$ cat src/hw/dcache_defs.svh
`ifndef DCACHE_DEFS_SVH
`define DCACHE_DEFS_SVH

// word and address width
`define DC_XLEN 32

// address split, tag | index | offset
`define DC_TAG_W 22
`define DC_INDEX_W 4
`define DC_OFFSET_W 6

// geometry, 16 lines of 64 bytes
`define DC_LINES 16
`define DC_LINE_WORDS 16

// one count per word of a line burst
`define DC_BEAT_W 4

// device region, selected by the top address nibble
`define DC_UNCACHE_NIBBLE 4'hA

`endif

$ cat src/hw/dcache_pkg.sv
`include "dcache_defs.svh"

package dcache_pkg;

  typedef struct packed {
    logic [`DC_TAG_W-1:0]               tag;
    logic [`DC_INDEX_W-1:0]             index;
    logic [`DC_BEAT_W-1:0]              word_sel;
    logic [`DC_OFFSET_W-`DC_BEAT_W-1:0] byte_sel;
  } dc_addr_fields_t;

  // cpu address, flat or split into fields
  typedef union packed {
    logic [`DC_XLEN-1:0] flat;
    dc_addr_fields_t     fld;
  } dc_addr_u;

  typedef struct packed {
    logic                  valid;
    logic                  write;
    dc_addr_u              addr;
    logic [`DC_XLEN-1:0]   wdata;
    logic [`DC_XLEN/8-1:0] strb;
  } cpu_req_t;

  typedef struct packed {
    logic                done;
    logic [`DC_XLEN-1:0] rdata;
  } cpu_resp_t;

  typedef struct packed {
    logic                  valid;
    logic [`DC_XLEN-1:0]   addr;
    logic [`DC_BEAT_W-1:0] len;  // beats minus one
  } mem_rd_req_t;

  typedef struct packed {
    logic                  valid;
    logic [`DC_XLEN-1:0]   addr;
    logic [`DC_BEAT_W-1:0] len;
    logic [`DC_XLEN-1:0]   data;
    logic [`DC_XLEN/8-1:0] strb;
  } mem_wr_req_t;

  typedef struct packed {
    logic                ready;
    logic [`DC_XLEN-1:0] data;
  } mem_rd_rsp_t;

  typedef struct packed {
    logic ready;
  } mem_wr_rsp_t;

  // word location inside the data store
  typedef struct packed {
    logic [`DC_INDEX_W-1:0] index;
    logic [`DC_BEAT_W-1:0]  word;
  } dc_waddr_t;

  typedef struct packed {
    logic                 valid;
    logic                 dirty;
    logic [`DC_TAG_W-1:0] tag;
  } tag_entry_t;

  typedef enum logic [2:0] {
    IDLE,
    RESP,
    WRITE_BACK,
    REFILL,
    UNC_READ,
    UNC_WRITE
  } dc_state_e;

endpackage

$ cat src/hw/dcache_tag_array.sv
`timescale 1ns/1ps
`include "dcache_defs.svh"

module dcache_tag_array (
  input  logic                   clk,
  input  logic                   rst,
  input  logic [`DC_INDEX_W-1:0] index_i,
  input  logic [`DC_TAG_W-1:0]   tag_i,
  input  logic                   we_i,
  input  logic                   dirty_i,
  output logic                   hit_o,
  output logic [`DC_TAG_W-1:0]   victim_tag_o,
  output logic                   victim_dirty_o
);
  import dcache_pkg::*;

  tag_entry_t entry_q [`DC_LINES];
  tag_entry_t rd_entry;

  always_ff @(posedge clk) begin
    if (rst) begin
      for (int i = 0; i < `DC_LINES; i++) begin
        entry_q[i].valid <= 1'b0;
      end
    end else if (we_i) begin
      entry_q[index_i] <= '{valid: 1'b1, dirty: dirty_i, tag: tag_i};
    end
  end

  assign rd_entry = entry_q[index_i];

  assign hit_o          = rd_entry.valid && (rd_entry.tag == tag_i);
  assign victim_tag_o   = rd_entry.tag;
  assign victim_dirty_o = rd_entry.valid && rd_entry.dirty;  // invalid lines never write back

  a_hit_known: assert property (@(posedge clk) disable iff (rst)
    !$isunknown(hit_o))
    else $error("hit unknown at index %0d", index_i);

endmodule

$ cat config.mk
export PLATFORM = sky130hd
export DESIGN_NAME = dcache_tag_array
export DESIGN_NICKNAME = d
export VERILOG_FILES = /design/src/hw/dcache_pkg.sv /design/src/hw/dcache_tag_array.sv
export VERILOG_INCLUDE_DIRS = /design/src /design/src/hw
export SDC_FILE = /design/constraint.sdc
export NUM_CORES = 1
export LEC_CHECK = 0
export BUFFER_PORTS_ARGS = -buffer_cell sky130_fd_sc_hd__buf_2
export CAP_MARGIN = 25
export CORE_ASPECT_RATIO = 1.1
export CORE_MARGIN = 2
export CORE_UTILIZATION = 32
export DETAILED_ROUTE_END_ITERATION = 7
export PLACE_DENSITY = 0.49
export SYNTH_ARGS = -nofsm -noshare
export SYNTH_HDL_FRONTEND = slang
export SYNTH_SLANG_ARGS = --single-unit
$ cat constraint.sdc
create_clock -name clk -period 9.46 [get_ports clk]
set_clock_uncertainty 0.1 [all_clocks]
set_input_delay 0.946 -clock clk [delete_from_list [all_inputs] [get_ports clk]]
set_output_delay 0.946 -clock clk [all_outputs]
set_load 0.1 [all_outputs]
---- Word-level counts from Yosys, hierarchy flattened ----
Memory sizes are Yosys's and may differ from the RTL's.
Index checks and enable logic that the tools add are counted.
Widths: inputs -> output; s select.
cells by class
  equal/unequal tests ..................... 1
  multiplexer cells ....................... 8
  reductions and logical operators ........ 3
operator list
  kind               count
  $mux 24            1
  $reduce_or 24->1   1
  $eq 22x22->1       1
  $mux 1             5
  $mux 4             1
  $logic_and 1x1->1  2
  $mux 2             1
word-level totals
  bits in registers ....................... 0
  memory bits (writable) .................. 384
  bits of input ports ..................... 30
  output and inout port bits .............. 24
  word-level logic and storage cells ...... 13
  memories ................................ 1
memory list
  memory   depth  width  read ports  clocked after memory_dff  wr ports  RTL line                RTL
  entry_q  16     24     1           0                         16        dcache_tag_array.sv:17  tag_entry_t entry_q [`DC_LINES];

---- Logic depth before layout (Yosys ltp) ----
  depth after elaboration ................. 5
  mapped depth ............................ 11
  gate-level depth less buffers ........... 7

---- Least setup slack after synthesis ----
OpenSTA, ideal clock, no wires.
  path kind ............................... in2out
  start ................................... in index_i[0]
  end ..................................... out hit_o
  arrival ................................. 6.359 ns
  data required time ...................... 8.414 ns
  path slack .............................. 2.055 ns
  cell stages on the path ................. 11
  path buffers ............................ 4
  path through ............................ buf_6 buf_4 buf_2 buf_2 mux2i_1 a22oi_1 o21ai_0 o21ai_0 xnor2_1 o2111ai_1 nor4_2
on the way
  cells in the longest elaborated chain, start to end .. 3
ends and longest elaborated chain
  what                 RTL line                RTL
  from (decl)          dcache_tag_array.sv:7   input logic [`DC_INDEX_W-1:0] index_i,
  $mem_v2 16x24        --
  net victim_tag_o[8]  dcache_tag_array.sv:12  output logic [`DC_TAG_W-1:0] victim_tag_o,
  $eq 22x22->1         dcache_tag_array.sv:32  assign hit_o = rd_entry.valid && (rd_entry.tag == tag_i);
  $logic_and 1x1->1    dcache_tag_array.sv:32
  to (decl)            dcache_tag_array.sv:11  output logic hit_o,
The timed path passes the listed nets, and every way through them passes these cells.

---- Worst setup path in the final report ----
  start ................................... in index_i[2]
  end ..................................... out hit_o
on the way
  cells in the longest elaborated chain, start to end .. 3
ends and longest elaborated chain
  what                 RTL line
  $mem_v2 16x24 *      --
  $eq 22x22->1         dcache_tag_array.sv:32
  $logic_and 1x1->1 *  dcache_tag_array.sv:32
Every way passes the cells marked *; elsewhere a longest branch is shown, timed or not.

==> metrics.cfg <==
[status]
status=complete, no violations

[synthesis]
synth-async-reset-ratio_pct=0
yosys.area.top_type=edfxtp_1
synth.most_common_cell=edfxtp_1
yosysUniqueCellTypes=53
syn_area_per_cell_um2=18.33
ys_seq_elements=384
synthFlopType=edfxtp_1
synth_edf_count=368
syn-num-nets=884
ys_seq_area_share_pct=72.65
synth_top_area_share_pct=70.61
synth_commonest_cells=edfxtp_1 (368), mux2i_1 (69), mux4_2 (67)
syn_inst=854
yosys-top-cells-area=edfxtp_1 (71%), mux4_2 (9.6%), mux2i_1 (4.4%), dfxtp_1 (2.0%), mux2_2 (1.2%)
syn-cell-area_um2=15650
yosysWarnings=0

[placed_design]
place_hpwl_mm=25.05
port_buffers=53
pre_cts_slack_ps=3356
routabilityCongestion=0.7811

[power]
comb_power_share_pct=8.5
switching_share_pct=23.61
power_mw=3.722
max-vdd-ir-drop_mv=0.1016
seq_power_share_pct=50.7
switching_power_mw=0.8787
p_per_area_nw_per_um2=204.4
clkPwrFrac_pct=40.8
leakage_nw=6.072
p_int_mw=2.843

[setup_path]
worst_setup_path_start_kind=primary input
arrival_ps=5030
endpoint_kind=output port
cp.required_ps=8410
crit_type=primary input to output port
cp_max_fo=38

[sta]
setup_viol=0
fin_crit_sh_pct=64.20
fin_crit_ps=6074
hold_viol=0
layout_setup_ws_ps=3386
finalSetupTns_ps=0
timing.hold.ws_ps=354.6
worst_pin_slew_ps=835.1
rsz0062_at_grt=false
relSlewSlack_pct=44.21
fmax_mhz=164.6
drv_slew=0

[grt]
grt_util_all_layers_pct=16.48
overflow=0
grt_pass1_vias=8695
grt_max_degree=46
grt_antenna_before_repair=0
grt_pass1_wl_mm=61.07

[die]
die_h_um=236.0
start_util_pct=32.20
die_w_um=214.9
core-area_um2=48600
ios=54
dieArea_um2=50700
rows=85

[route]
wl_met2_mm=20.84
top_layer=met4
avgRoutedWirePerCell_um=25.62
met3_length_mm=1.632
wl_met1_mm=18.20
drc=0
antenna_left=0
via_per_inst=5.208
drtPass1Iterations=7
wl_mm=41.43
via_count=8422
drtIter0Drc=757

[clock_tree]
cts.sinks=384
cts_made_buffers=42
clockBufferDepth=3
cts_tree=done
clock_latency_ps=570
holdBufCountCts=0
cts_setup_buffers=0
clk_pin_slew_ps=60
ctsResizeCount=0
htreeDepth=2
cts-root-buf=clkbuf_16

[final_layout]
largest_register_ffs=384
regMostFlops=entry_q
n_fill_cell=4523
area_growth_pct=16.34
insertedDiodeCount=0
finish.net_count=964
layout-drive-gt1-share_pct=24.77
largestRegisters=entry_q x384

[flow_run]
max_cap_violations=0

[min_path]
hold_path.class=register to register

==> placed cells by master, fill, tap and decap left out, drive strengths merged, types with 3 or more instances in the layout <==
| cell | Yosys | routed |
|---|---|---|
| nor2b | 11 | 11 |
| dfxtp | 16 | 16 |
| nand2b | 9 | 9 |
| edfxtp | 368 | 368 |
| a221oi | 7 | 7 |
| nor3 | 8 | 8 |
| a21o | 19 | 19 |
| o31ai | 4 | 4 |
| nor4 | 3 | 3 |
| o22ai | 6 | 6 |
| o32ai | 3 | 3 |
| nand3 | 4 | 4 |
| clkbuf | 16 | 53 |
| or3 | 3 | 3 |
| nor2 | 26 | 26 |
| nand2 | 47 | 47 |
| mux4 | 67 | 67 |
| and2 | 3 | 3 |
| a21oi | 5 | 5 |
| mux2i | 69 | 69 |
| a31oi | 6 | 6 |
| a211oi | 7 | 7 |
| a22oi | 19 | 19 |
| nand4 | 4 | 4 |
| o21ai | 24 | 24 |
| buf | 30 | 82 |
| xnor2 | 12 | 12 |
| mux2 | 18 | 18 |
| a22o | 5 | 5 |
| clkinv | 1 | 19 |
| inv | 11 | 13 |
==> critical path, stage by stage <==
cell and delay, ps:
buf_2 350, buf_4 550, nand2_1 530, o311ai_0 820, nor3_1 110, o32ai_1 400
nand4_1 240, nor4_2 530, buf_2 520
==> per-layer routing <==
metal	track usage (%)	up-vias
met5	0	-
met4	4.503	0
met3	2.605	57
met2	28.03	203
met1	21.94	4515
li1	-	3647
==> kinds of logic (layout without fill, tap and decap cells) <==
| logic type | Yosys count | after routing | synth area share (%) |
|---|---|---|---|
| multiplexers | 154 | 154 | 15.37 |
| AO/OA/AOI/OAI | 122 | 122 | 5.604 |
| flip-flops | 384 | 384 | 72.65 |
| XOR/XNOR | 12 | 12 | 0.6715 |
| AND/OR/NAND/NOR | 124 | 124 | 3.789 |
| buffers and inverters | 58 | 169 | 1.911 |
==> cell type report <==
class                   instances  area [um2]  area share (%)
multi-input cells             412        4091           22.47
repair buffers                 82       626.9           3.443
flip-flops and latches        384       11370           62.45
inverters                      12       45.04          0.2474
clock inverters                22       166.4          0.9139
clock buffers                  53        1092           5.999
well taps                     652       815.8           4.480
==> path summary, 6_finish.rpt <==
path	startpoint	end	slack (ps)	cells past startpoint
hold reg to reg	entry_q[8][23]	entry_q[8][23]	350	1
hold / removal	entry_q[8][23]	entry_q[8][23]	350	1
setup reg to reg	entry_q[15][23]	entry_q[15][23]	8760	1
setup / recovery	index_i[2]	hit_o	3390	9
==> metrics by stage <==
stage / util [%] / instance area [um2] / cells
detailed placement: 34.87 / 16950 / 1542
floorplan: - / 15650 / 854
global placement: 34.49 / 16760 / 1535
global route: 37.46 / 18210 / 1617
finish: 37.46 / 18210 / 1617
CTS: 37.46 / 18210 / 1617
==> power by group through the flow <==
stage | clock network [mW] | logic, mW | registers (mW)
after global placement | 0 | 0.317 | 1.92
after detailed placement | 0 | 0.320 | 1.92
final | 1.52 | 0.315 | 1.89
after global routing | 1.63 | 0.336 | 1.89
after CTS | 1.56 | 0.320 | 1.89
after floorplan | 0 | 0.217 | 1.92
No activity file was read; power rests on OpenSTA's default activity.
