File: config.mk
export PLATFORM = sky130hd
export DESIGN_NAME = dcache_ctrl
export DESIGN_NICKNAME = d
export VERILOG_FILES = /design/src/hw/dcache_pkg.sv /design/src/hw/dcache_ctrl.sv
export VERILOG_INCLUDE_DIRS = /design/src /design/src/hw
export SDC_FILE = /design/constraint.sdc
export NUM_CORES = 1
export LEC_CHECK = 0
export ABC_AREA = 1
export BUFFER_PORTS_ARGS = -buffer_cell sky130_fd_sc_hd__buf_2
export CAP_MARGIN = 40
export CORE_AREA = 2 2 145 147
export DETAILED_ROUTE_END_ITERATION = 10
export DIE_AREA = 0 0 147 149
export GPL_TIMING_DRIVEN = 0
export HOLD_SLACK_MARGIN = 0.12
export PLACE_DENSITY = 0.54
export SKIP_CTS_REPAIR_TIMING = 1
export SYNTH_ARGS = -nofsm -noshare
export SYNTH_HDL_FRONTEND = slang
export SYNTH_SLANG_ARGS = --single-unit
File: constraint.sdc
create_clock -name clk -period 2.65 [get_ports clk]
set_input_delay 0.53 -clock clk [delete_from_list [all_inputs] [get_ports clk]]
set_output_delay 0.53 -clock clk [all_outputs]
set_load 0.005 [all_outputs]
File: src/hw/dcache_defs.svh
`ifndef DCACHE_DEFS_SVH
`define DCACHE_DEFS_SVH

// word and address width
`define DC_XLEN 32

// address split, tag | index | offset
`define DC_TAG_W 22
`define DC_INDEX_W 4
`define DC_OFFSET_W 6

// geometry, 16 lines of 64 bytes
`define DC_LINES 16
`define DC_LINE_WORDS 16

// one count per word of a line burst
`define DC_BEAT_W 4

// device region, selected by the top address nibble
`define DC_UNCACHE_NIBBLE 4'hA

`endif

File: src/hw/dcache_pkg.sv
`include "dcache_defs.svh"

package dcache_pkg;

  typedef struct packed {
    logic [`DC_TAG_W-1:0]               tag;
    logic [`DC_INDEX_W-1:0]             index;
    logic [`DC_BEAT_W-1:0]              word_sel;
    logic [`DC_OFFSET_W-`DC_BEAT_W-1:0] byte_sel;
  } dc_addr_fields_t;

  // cpu address, flat or split into fields
  typedef union packed {
    logic [`DC_XLEN-1:0] flat;
    dc_addr_fields_t     fld;
  } dc_addr_u;

  typedef struct packed {
    logic                  valid;
    logic                  write;
    dc_addr_u              addr;
    logic [`DC_XLEN-1:0]   wdata;
    logic [`DC_XLEN/8-1:0] strb;
  } cpu_req_t;

  typedef struct packed {
    logic                done;
    logic [`DC_XLEN-1:0] rdata;
  } cpu_resp_t;

  typedef struct packed {
    logic                  valid;
    logic [`DC_XLEN-1:0]   addr;
    logic [`DC_BEAT_W-1:0] len;  // beats minus one
  } mem_rd_req_t;

  typedef struct packed {
    logic                  valid;
    logic [`DC_XLEN-1:0]   addr;
    logic [`DC_BEAT_W-1:0] len;
    logic [`DC_XLEN-1:0]   data;
    logic [`DC_XLEN/8-1:0] strb;
  } mem_wr_req_t;

  typedef struct packed {
    logic                ready;
    logic [`DC_XLEN-1:0] data;
  } mem_rd_rsp_t;

  typedef struct packed {
    logic ready;
  } mem_wr_rsp_t;

  // word location inside the data store
  typedef struct packed {
    logic [`DC_INDEX_W-1:0] index;
    logic [`DC_BEAT_W-1:0]  word;
  } dc_waddr_t;

  typedef struct packed {
    logic                 valid;
    logic                 dirty;
    logic [`DC_TAG_W-1:0] tag;
  } tag_entry_t;

  typedef enum logic [2:0] {
    IDLE,
    RESP,
    WRITE_BACK,
    REFILL,
    UNC_READ,
    UNC_WRITE
  } dc_state_e;

endpackage

File: src/hw/dcache_ctrl.sv
`timescale 1ns/1ps
`include "dcache_defs.svh"

module dcache_ctrl (
  input  logic                    clk,
  input  logic                    rst,
  input  dcache_pkg::cpu_req_t    cpu_req_i,
  output dcache_pkg::cpu_resp_t   cpu_resp_o,
  output dcache_pkg::mem_rd_req_t mem_rd_req_o,
  input  dcache_pkg::mem_rd_rsp_t mem_rd_rsp_i,
  output dcache_pkg::mem_wr_req_t mem_wr_req_o,
  input  dcache_pkg::mem_wr_rsp_t mem_wr_rsp_i,
  input  logic                    hit_i,
  input  logic [`DC_TAG_W-1:0]    victim_tag_i,
  input  logic                    victim_dirty_i,
  input  logic [`DC_XLEN-1:0]     rdata_word_i,
  output logic [`DC_INDEX_W-1:0]  tag_index_o,
  output logic                    tag_we_o,
  output logic                    tag_dirty_o,
  output logic [`DC_TAG_W-1:0]    tag_value_o,
  output dcache_pkg::dc_waddr_t   data_addr_o,
  output logic                    data_we_o,
  output logic [`DC_XLEN-1:0]     data_wdata_o,
  output logic [`DC_XLEN/8-1:0]   data_strb_o
);
  import dcache_pkg::*;

  localparam int unsigned LINE_LEN_I = `DC_LINE_WORDS - 1;
  localparam logic [`DC_BEAT_W-1:0] LINE_LEN = LINE_LEN_I[`DC_BEAT_W-1:0];

  dc_state_e             state_q;
  dc_state_e             state_d;
  logic [`DC_BEAT_W-1:0] beat_q;
  logic [`DC_XLEN-1:0]   unc_rdata_q;

  logic uncached;
  logic rd_fire;
  logic wr_fire;
  logic rd_last;
  logic wr_last;
  logic in_burst;
  logic write_hit;
  logic refill_done;

  assign uncached = cpu_req_i.addr.flat[`DC_XLEN-1 -: 4] == `DC_UNCACHE_NIBBLE;

  assign rd_fire = mem_rd_req_o.valid && mem_rd_rsp_i.ready;
  assign wr_fire = mem_wr_req_o.valid && mem_wr_rsp_i.ready;
  assign rd_last = beat_q == mem_rd_req_o.len;  // single beats see len 0
  assign wr_last = beat_q == mem_wr_req_o.len;

  assign in_burst    = (state_q == WRITE_BACK) || (state_q == REFILL);
  assign write_hit   = (state_q == RESP) && cpu_req_i.write && !uncached;
  assign refill_done = (state_q == REFILL) && rd_fire && rd_last;

  always_comb begin
    state_d = state_q;
    case (state_q)
      IDLE: begin
        if (cpu_req_i.valid) begin
          if (uncached) begin
            state_d = cpu_req_i.write ? UNC_WRITE : UNC_READ;
          end else if (hit_i) begin
            state_d = RESP;
          end else if (victim_dirty_i) begin
            state_d = WRITE_BACK;
          end else begin
            state_d = REFILL;
          end
        end
      end
      RESP: begin
        state_d = IDLE;
      end
      WRITE_BACK: begin
        if (wr_fire && wr_last) begin
          state_d = REFILL;
        end
      end
      REFILL: begin
        if (refill_done) begin
          state_d = IDLE;  // lookup again, now hits
        end
      end
      UNC_READ: begin
        if (rd_fire) begin
          state_d = RESP;
        end
      end
      UNC_WRITE: begin
        if (wr_fire) begin
          state_d = RESP;
        end
      end
      default: begin
        state_d = IDLE;
      end
    endcase
  end

  always_ff @(posedge clk) begin
    if (rst) begin
      state_q <= IDLE;
      beat_q  <= '0;
    end else begin
      state_q <= state_d;
      if (in_burst && (rd_fire || wr_fire)) begin
        beat_q <= beat_q + `DC_BEAT_W'd1;  // wraps to 0 after the last beat
      end
    end
  end

  always_ff @(posedge clk) begin
    if ((state_q == UNC_READ) && rd_fire) begin
      unc_rdata_q <= mem_rd_rsp_i.data;
    end
  end

  always_comb begin
    mem_rd_req_o = '0;
    mem_wr_req_o = '0;
    case (state_q)
      REFILL: begin
        mem_rd_req_o.valid = 1'b1;
        mem_rd_req_o.addr  = {cpu_req_i.addr.fld.tag, cpu_req_i.addr.fld.index,
                              {`DC_OFFSET_W{1'b0}}};
        mem_rd_req_o.len   = LINE_LEN;
      end
      UNC_READ: begin
        mem_rd_req_o.valid = 1'b1;
        mem_rd_req_o.addr  = cpu_req_i.addr.flat;
      end
      WRITE_BACK: begin
        mem_wr_req_o.valid = 1'b1;
        mem_wr_req_o.addr  = {victim_tag_i, cpu_req_i.addr.fld.index, {`DC_OFFSET_W{1'b0}}};
        mem_wr_req_o.len   = LINE_LEN;
        mem_wr_req_o.data  = rdata_word_i;  // word at the current beat
        mem_wr_req_o.strb  = '1;
      end
      UNC_WRITE: begin
        mem_wr_req_o.valid = 1'b1;
        mem_wr_req_o.addr  = cpu_req_i.addr.flat;
        mem_wr_req_o.data  = cpu_req_i.wdata;
        mem_wr_req_o.strb  = cpu_req_i.strb;
      end
      default: begin
      end
    endcase
  end

  assign data_addr_o = '{index: cpu_req_i.addr.fld.index,
                         word:  in_burst ? beat_q : cpu_req_i.addr.fld.word_sel};
  assign data_we_o    = ((state_q == REFILL) && rd_fire) || write_hit;
  assign data_wdata_o = (state_q == REFILL) ? mem_rd_rsp_i.data : cpu_req_i.wdata;
  assign data_strb_o  = (state_q == REFILL) ? '1 : cpu_req_i.strb;

  assign tag_index_o = cpu_req_i.addr.fld.index;
  assign tag_value_o = cpu_req_i.addr.fld.tag;
  assign tag_we_o    = refill_done || write_hit;
  assign tag_dirty_o = write_hit;  // a fill leaves the line clean

  assign cpu_resp_o = '{done:  state_q == RESP,
                        rdata: uncached ? unc_rdata_q : rdata_word_i};

  a_no_dual_valid: assert property (@(posedge clk) disable iff (rst)
    !(mem_rd_req_o.valid && mem_wr_req_o.valid))
    else $error("read and write valid high together");

  a_rd_hold: assert property (@(posedge clk) disable iff (rst)
    mem_rd_req_o.valid && !(mem_rd_rsp_i.ready && rd_last) |=> mem_rd_req_o.valid)
    else $error("read valid dropped before last beat");

  a_wr_hold: assert property (@(posedge clk) disable iff (rst)
    mem_wr_req_o.valid && !(mem_wr_rsp_i.ready && wr_last) |=> mem_wr_req_o.valid)
    else $error("write valid dropped before last beat");

  a_done_pulse: assert property (@(posedge clk) disable iff (rst)
    cpu_resp_o.done |=> !cpu_resp_o.done)
    else $error("done held for two cycles");

endmodule

Word-level counts from Yosys, hierarchy flattened:

Cells that the tools add are included.

* $add $sub $neg: 1
* eq/ne operators: 13
* multiplexer cells: 19
* reductions and logical operators: 16

Operators with widths (number)
* $pmux 33 s2: 2
* $pmux 36 s2: 1
* $mux 32: 2
* $mux 3: 6
* $mux 4: 4
* $pmux 3 s5: 1
* $logic_and 1x1->1: 9
* $eq 4x4->1: 2
* $ne 2x2->1 const B: 4
* $eq 3x2->1 const B: 2
* $eq 3x3->1 const B: 2
* $reduce_and 5->1: 1
* $add 4x1->4 const B: 1
* $eq 4x4->1 const B: 1
* $logic_or 1x1->1: 4
* $eq 3x1->1 const B: 1
* $logic_not 3->1: 1
* $mux 1: 2
* $mux 2: 1
* $ne 2x1->1 const B: 1
* $logic_not 1->1: 1

* register bits: 39
* input bits: 162
* output and inout port bits: 216
* word-level logic and storage cells: 52

Logic depth before layout (Yosys ltp):

* word-level depth: 7
* depth in mapped cells: 11
* gate-level depth less buffers: 11

Least setup slack after synthesis:

No wires, ideal clock.

* path kind: reg-to-reg
* from: register state_q[1]
* to: register unc_rdata_q[0] (enable)
* library setup time: 421 ps
* arrival time: 2072 ps
* slack: 156 ps
* cell stages (with the launch flop): 4
* clock period less this slack: 2494 ps
* cell sequence: dfxtp_1 nor2_1 nand2_2 nor2_1

* word-level cells in the longest chain between the ends: 4
* elaborated cells on any way between the ends: 5
* those cells by class: eq/ne (2); mux (1); reduce/logical (2)

Ends and longest elaborated chain
* start: declaration: line dcache_ctrl.sv:31 `dc_state_e state_q;`
* start signal: assignment: line dcache_ctrl.sv:106 `state_q <= state_d;`
* $eq 3x3->1 / $eq 3x2->1 (equally long branches): line dcache_ctrl.sv:114, dcache_ctrl.sv:122
* $pmux 33 s2: line dcache_ctrl.sv:122 `case (state_q)`
* $logic_and 1x1->1: line dcache_ctrl.sv:47 `assign rd_fire = mem_rd_req_o.valid && mem_rd_rsp_i.ready;`
* $logic_and 1x1->1 *: line dcache_ctrl.sv:114 `if ((state_q == UNC_READ) && rd_fire) begin`
* end signal: assignment: line dcache_ctrl.sv:115 `unc_rdata_q <= mem_rd_rsp_i.data;`
* end: declaration: line dcache_ctrl.sv:34 `` logic [`DC_XLEN-1:0] unc_rdata_q; ``

Mark *: on every way between the ends. The rest lies on a longest branch, timed or not.
A chain may end at the register's enable or synchronous reset.

==> impl_metrics.toml <==
[timing]
max_freq_ghz = 0.395
hold_violations = 0
drv_slew = 0
finalCriticalPeriod_ns = 2.53
finClkSkew_ns = 0.00998
slew_headroom_pct = 63.8
finalSetupViolCount = 0
min_period_over_period_pct = 95.5
tightest_slew_ns = 0.544
hold_slack_ns = 0.428
rsz0062_at_grt = "false"

[finish]
multi_input_area_um2 = 1720
regArea_um2 = 1100
fin_cells = 1246
drive_above_1_share_pct = 47.8
final_nets = 1132
area_delta_synth_final_pct = 69.1
final_core_util_pct = 29.2
n_fill_cell = 2320
final_area_um2 = 5990

[yosys]
synth_edf_count = 32
yosys.area_share.adder_pct = 0.353
synth_compound_area_share_pct = 14.7
ys_seq_area_share_pct = 31.1
synth_ff_type = "edfxtp_1"
syn_avg_cell_area_um2 = 6.07
synth_top_family_by_area = "simple AND/OR/NAND/NOR gates"
synth_xor_area_share_pct = 0.494
postSynthNetCount = 747
synth.area.mux_share_pct = 0
synth_seq_cells = 39
synth_area_leader_cell = "edfxtp_1"
yosys-top-cells-count = "nand2_1, o21ai_0, inv_1"
syn_area_um2 = 3540
synth.distinct_cells = 26
yosys.area_share.simple_pct = 32.7
synth_area_leaders = "edfxtp_1, nand2_1, o21ai_0"
synthArstFlopShare_pct = 0
netlist.area_leader.share_pct = 27.1
yosysMostFrequentCell = "nand2_1"
synthCells = 584
ys.warnings.count = 0

[clocking]
cts_tree = "built"
cts.path.max_buffers = 2
cts-root-buf = "clkbuf_16"
clock_latency_ns = 0.29
numCtsBuffers = 5
clk_pin_slew_worst_paths_ns = 0.07
clock-sinks = 39
ctsHtreeMaxLevel = 2

[floorplan]
die_h_um = 149
fp-row-count = 53
die_w_um = 147
io_pins = 378
start_util_pct = 17.2
core_area_um2 = 20600
dieArea_um2 = 21900

[grt]
antenna_found_initial = 1
grt.overflow.total = 0
grt_pass1_wl_um = 26500
first_global_vias = 4716
grt_max_degree = 29
track_usage_pct = 15.8

[routing]
drc = 0
wirelength_um = 18500
drt_iter0_drc = 208
wl_per_cell_um = 14.8
first_pass_iters = 4
viasPerCell = 4.06
final_antenna_net_count = 0
vias = 5060

[setup_path]
cp.arrival_ns = 2.00
worstReg2RegStart = "state_q[1]"
rrSetupSlack_ns = 1.01
endpoint = "mem_wr_req_o[59]"
crit_type = "register to output port"
endpoint_kind = "output port"
crit_fanout = 10
start_kind = "register"
timing.rr.end = "unc_rdata_q[8]"
rr_worst_depth = 4
cp-startpoint = "state_q[1]"
worst_ep_required_time_ns = 2.12

[placement]
post_dp_cell_area_um2 = 5800
gp_congestion = 0.831
hpwl_um = 15700
io_buffers = 377
place_inst = 1237

[power]
power_density_nw_per_um2 = 623
irDropWorstVdd_mv = 0.252
leakage_uw = 0.00355

[min_path]
hold_class = "primary input to register"
hold_start = "mem_rd_rsp_i[31]"

[run]
drv_cap = 0

[run_status]
status = "finished, final reports clean"
[metal layers]
metal  vias up  GRT usage, %  wire length, um
li1       2544             -                -
met1      2242          17.7             7250
met2       258          30.8             9610
met3        14          3.33             1400
met4         2          3.41              209
met5         -             0                7
[flip-flops by register name (all words and copies together) (netlist names)]
register / flops
beat_q: 4
state_q: 3
unc_rdata_q: 32
[logic make-up (layout without fill, tap and decap cells)]
group / Yosys count / count (layout)
DFF: 39 / 39
buffers and inverters: 149 / 535
other: 0 / 1
adders and majority gates: 1 / 1
xor gates and xnor gates: 2 / 2
AOI/OAI and AO/OA: 102 / 102
and+or+nand+nor: 291 / 291
[report_power, final]
group,switching (uW),internal (uW)
Sequential,61.7,769
Combinational,1290,904
Clock,262,445
Total,1610,2120
[worst min path at each step]
stage | endpoint | cells past startpoint
6_report | unc_rdata_q[31] | 1
3_5_place_dp | beat_q[3] | 2
4_1_cts | unc_rdata_q[31] | 1
2_1_floorplan | beat_q[3] | 2
3_3_place_gp | beat_q[3] | 2
5_1_grt | unc_rdata_q[30] | 1
[cells in the final DEF (no fill, tap or decap), types with 2 or more instances in the layout]
master	count
edfxtp_1	32
o21ai_1	8
o21ai_0	89
clkbuf_1	8
nor2_1	55
xor2_1	2
buf_4	41
inv_2	6
clkbuf_16	5
clkbuf_2	6
nand2_2	6
buf_2	385
dfxtp_2	2
nand2_1	211
dfxtp_1	5
nor2_4	2
buf_6	2
a21oi_1	3
nand4_1	4
nand3_1	9
inv_1	77
[stage by stage]
| stage | setup slack (ns) | power (uW) | setup TNS [ns] |
|---|---|---|---|
| finish | 0.118 | 3730 | 0 |
| global route | 0.00389 | 4030 | 0 |
| CTS | -0.219 | 3790 | -6.21 |
| detailed placement | -0.186 | 3060 | -4.33 |
| global placement | -0.866 | 3040 | -32.30 |
| floorplan | 0.156 | 1920 | 0 |
[critical path: stages, from the launching register on]
cell and delay, ns:
dfxtp_2 0.40, inv_2 0.08, nand3_1 0.12, buf_2 0.35, clkbuf_1 0.39, o21ai_0 0.21, buf_2 0.17
[layout make-up]
cell class / instances / area share, %
flip-flops and latches: 39 / 18.4
plain buffers: 65 / 7.18
inverters: 84 / 5.32
multi-input cells: 396 / 28.7
clock buffers: 5 / 2.09
well taps: 275 / 5.74
diodes: 1 / 0.0418
clock inverters: 3 / 0.731
repair buffers: 378 / 31.8
No activity file was read; power rests on OpenSTA's default activity.
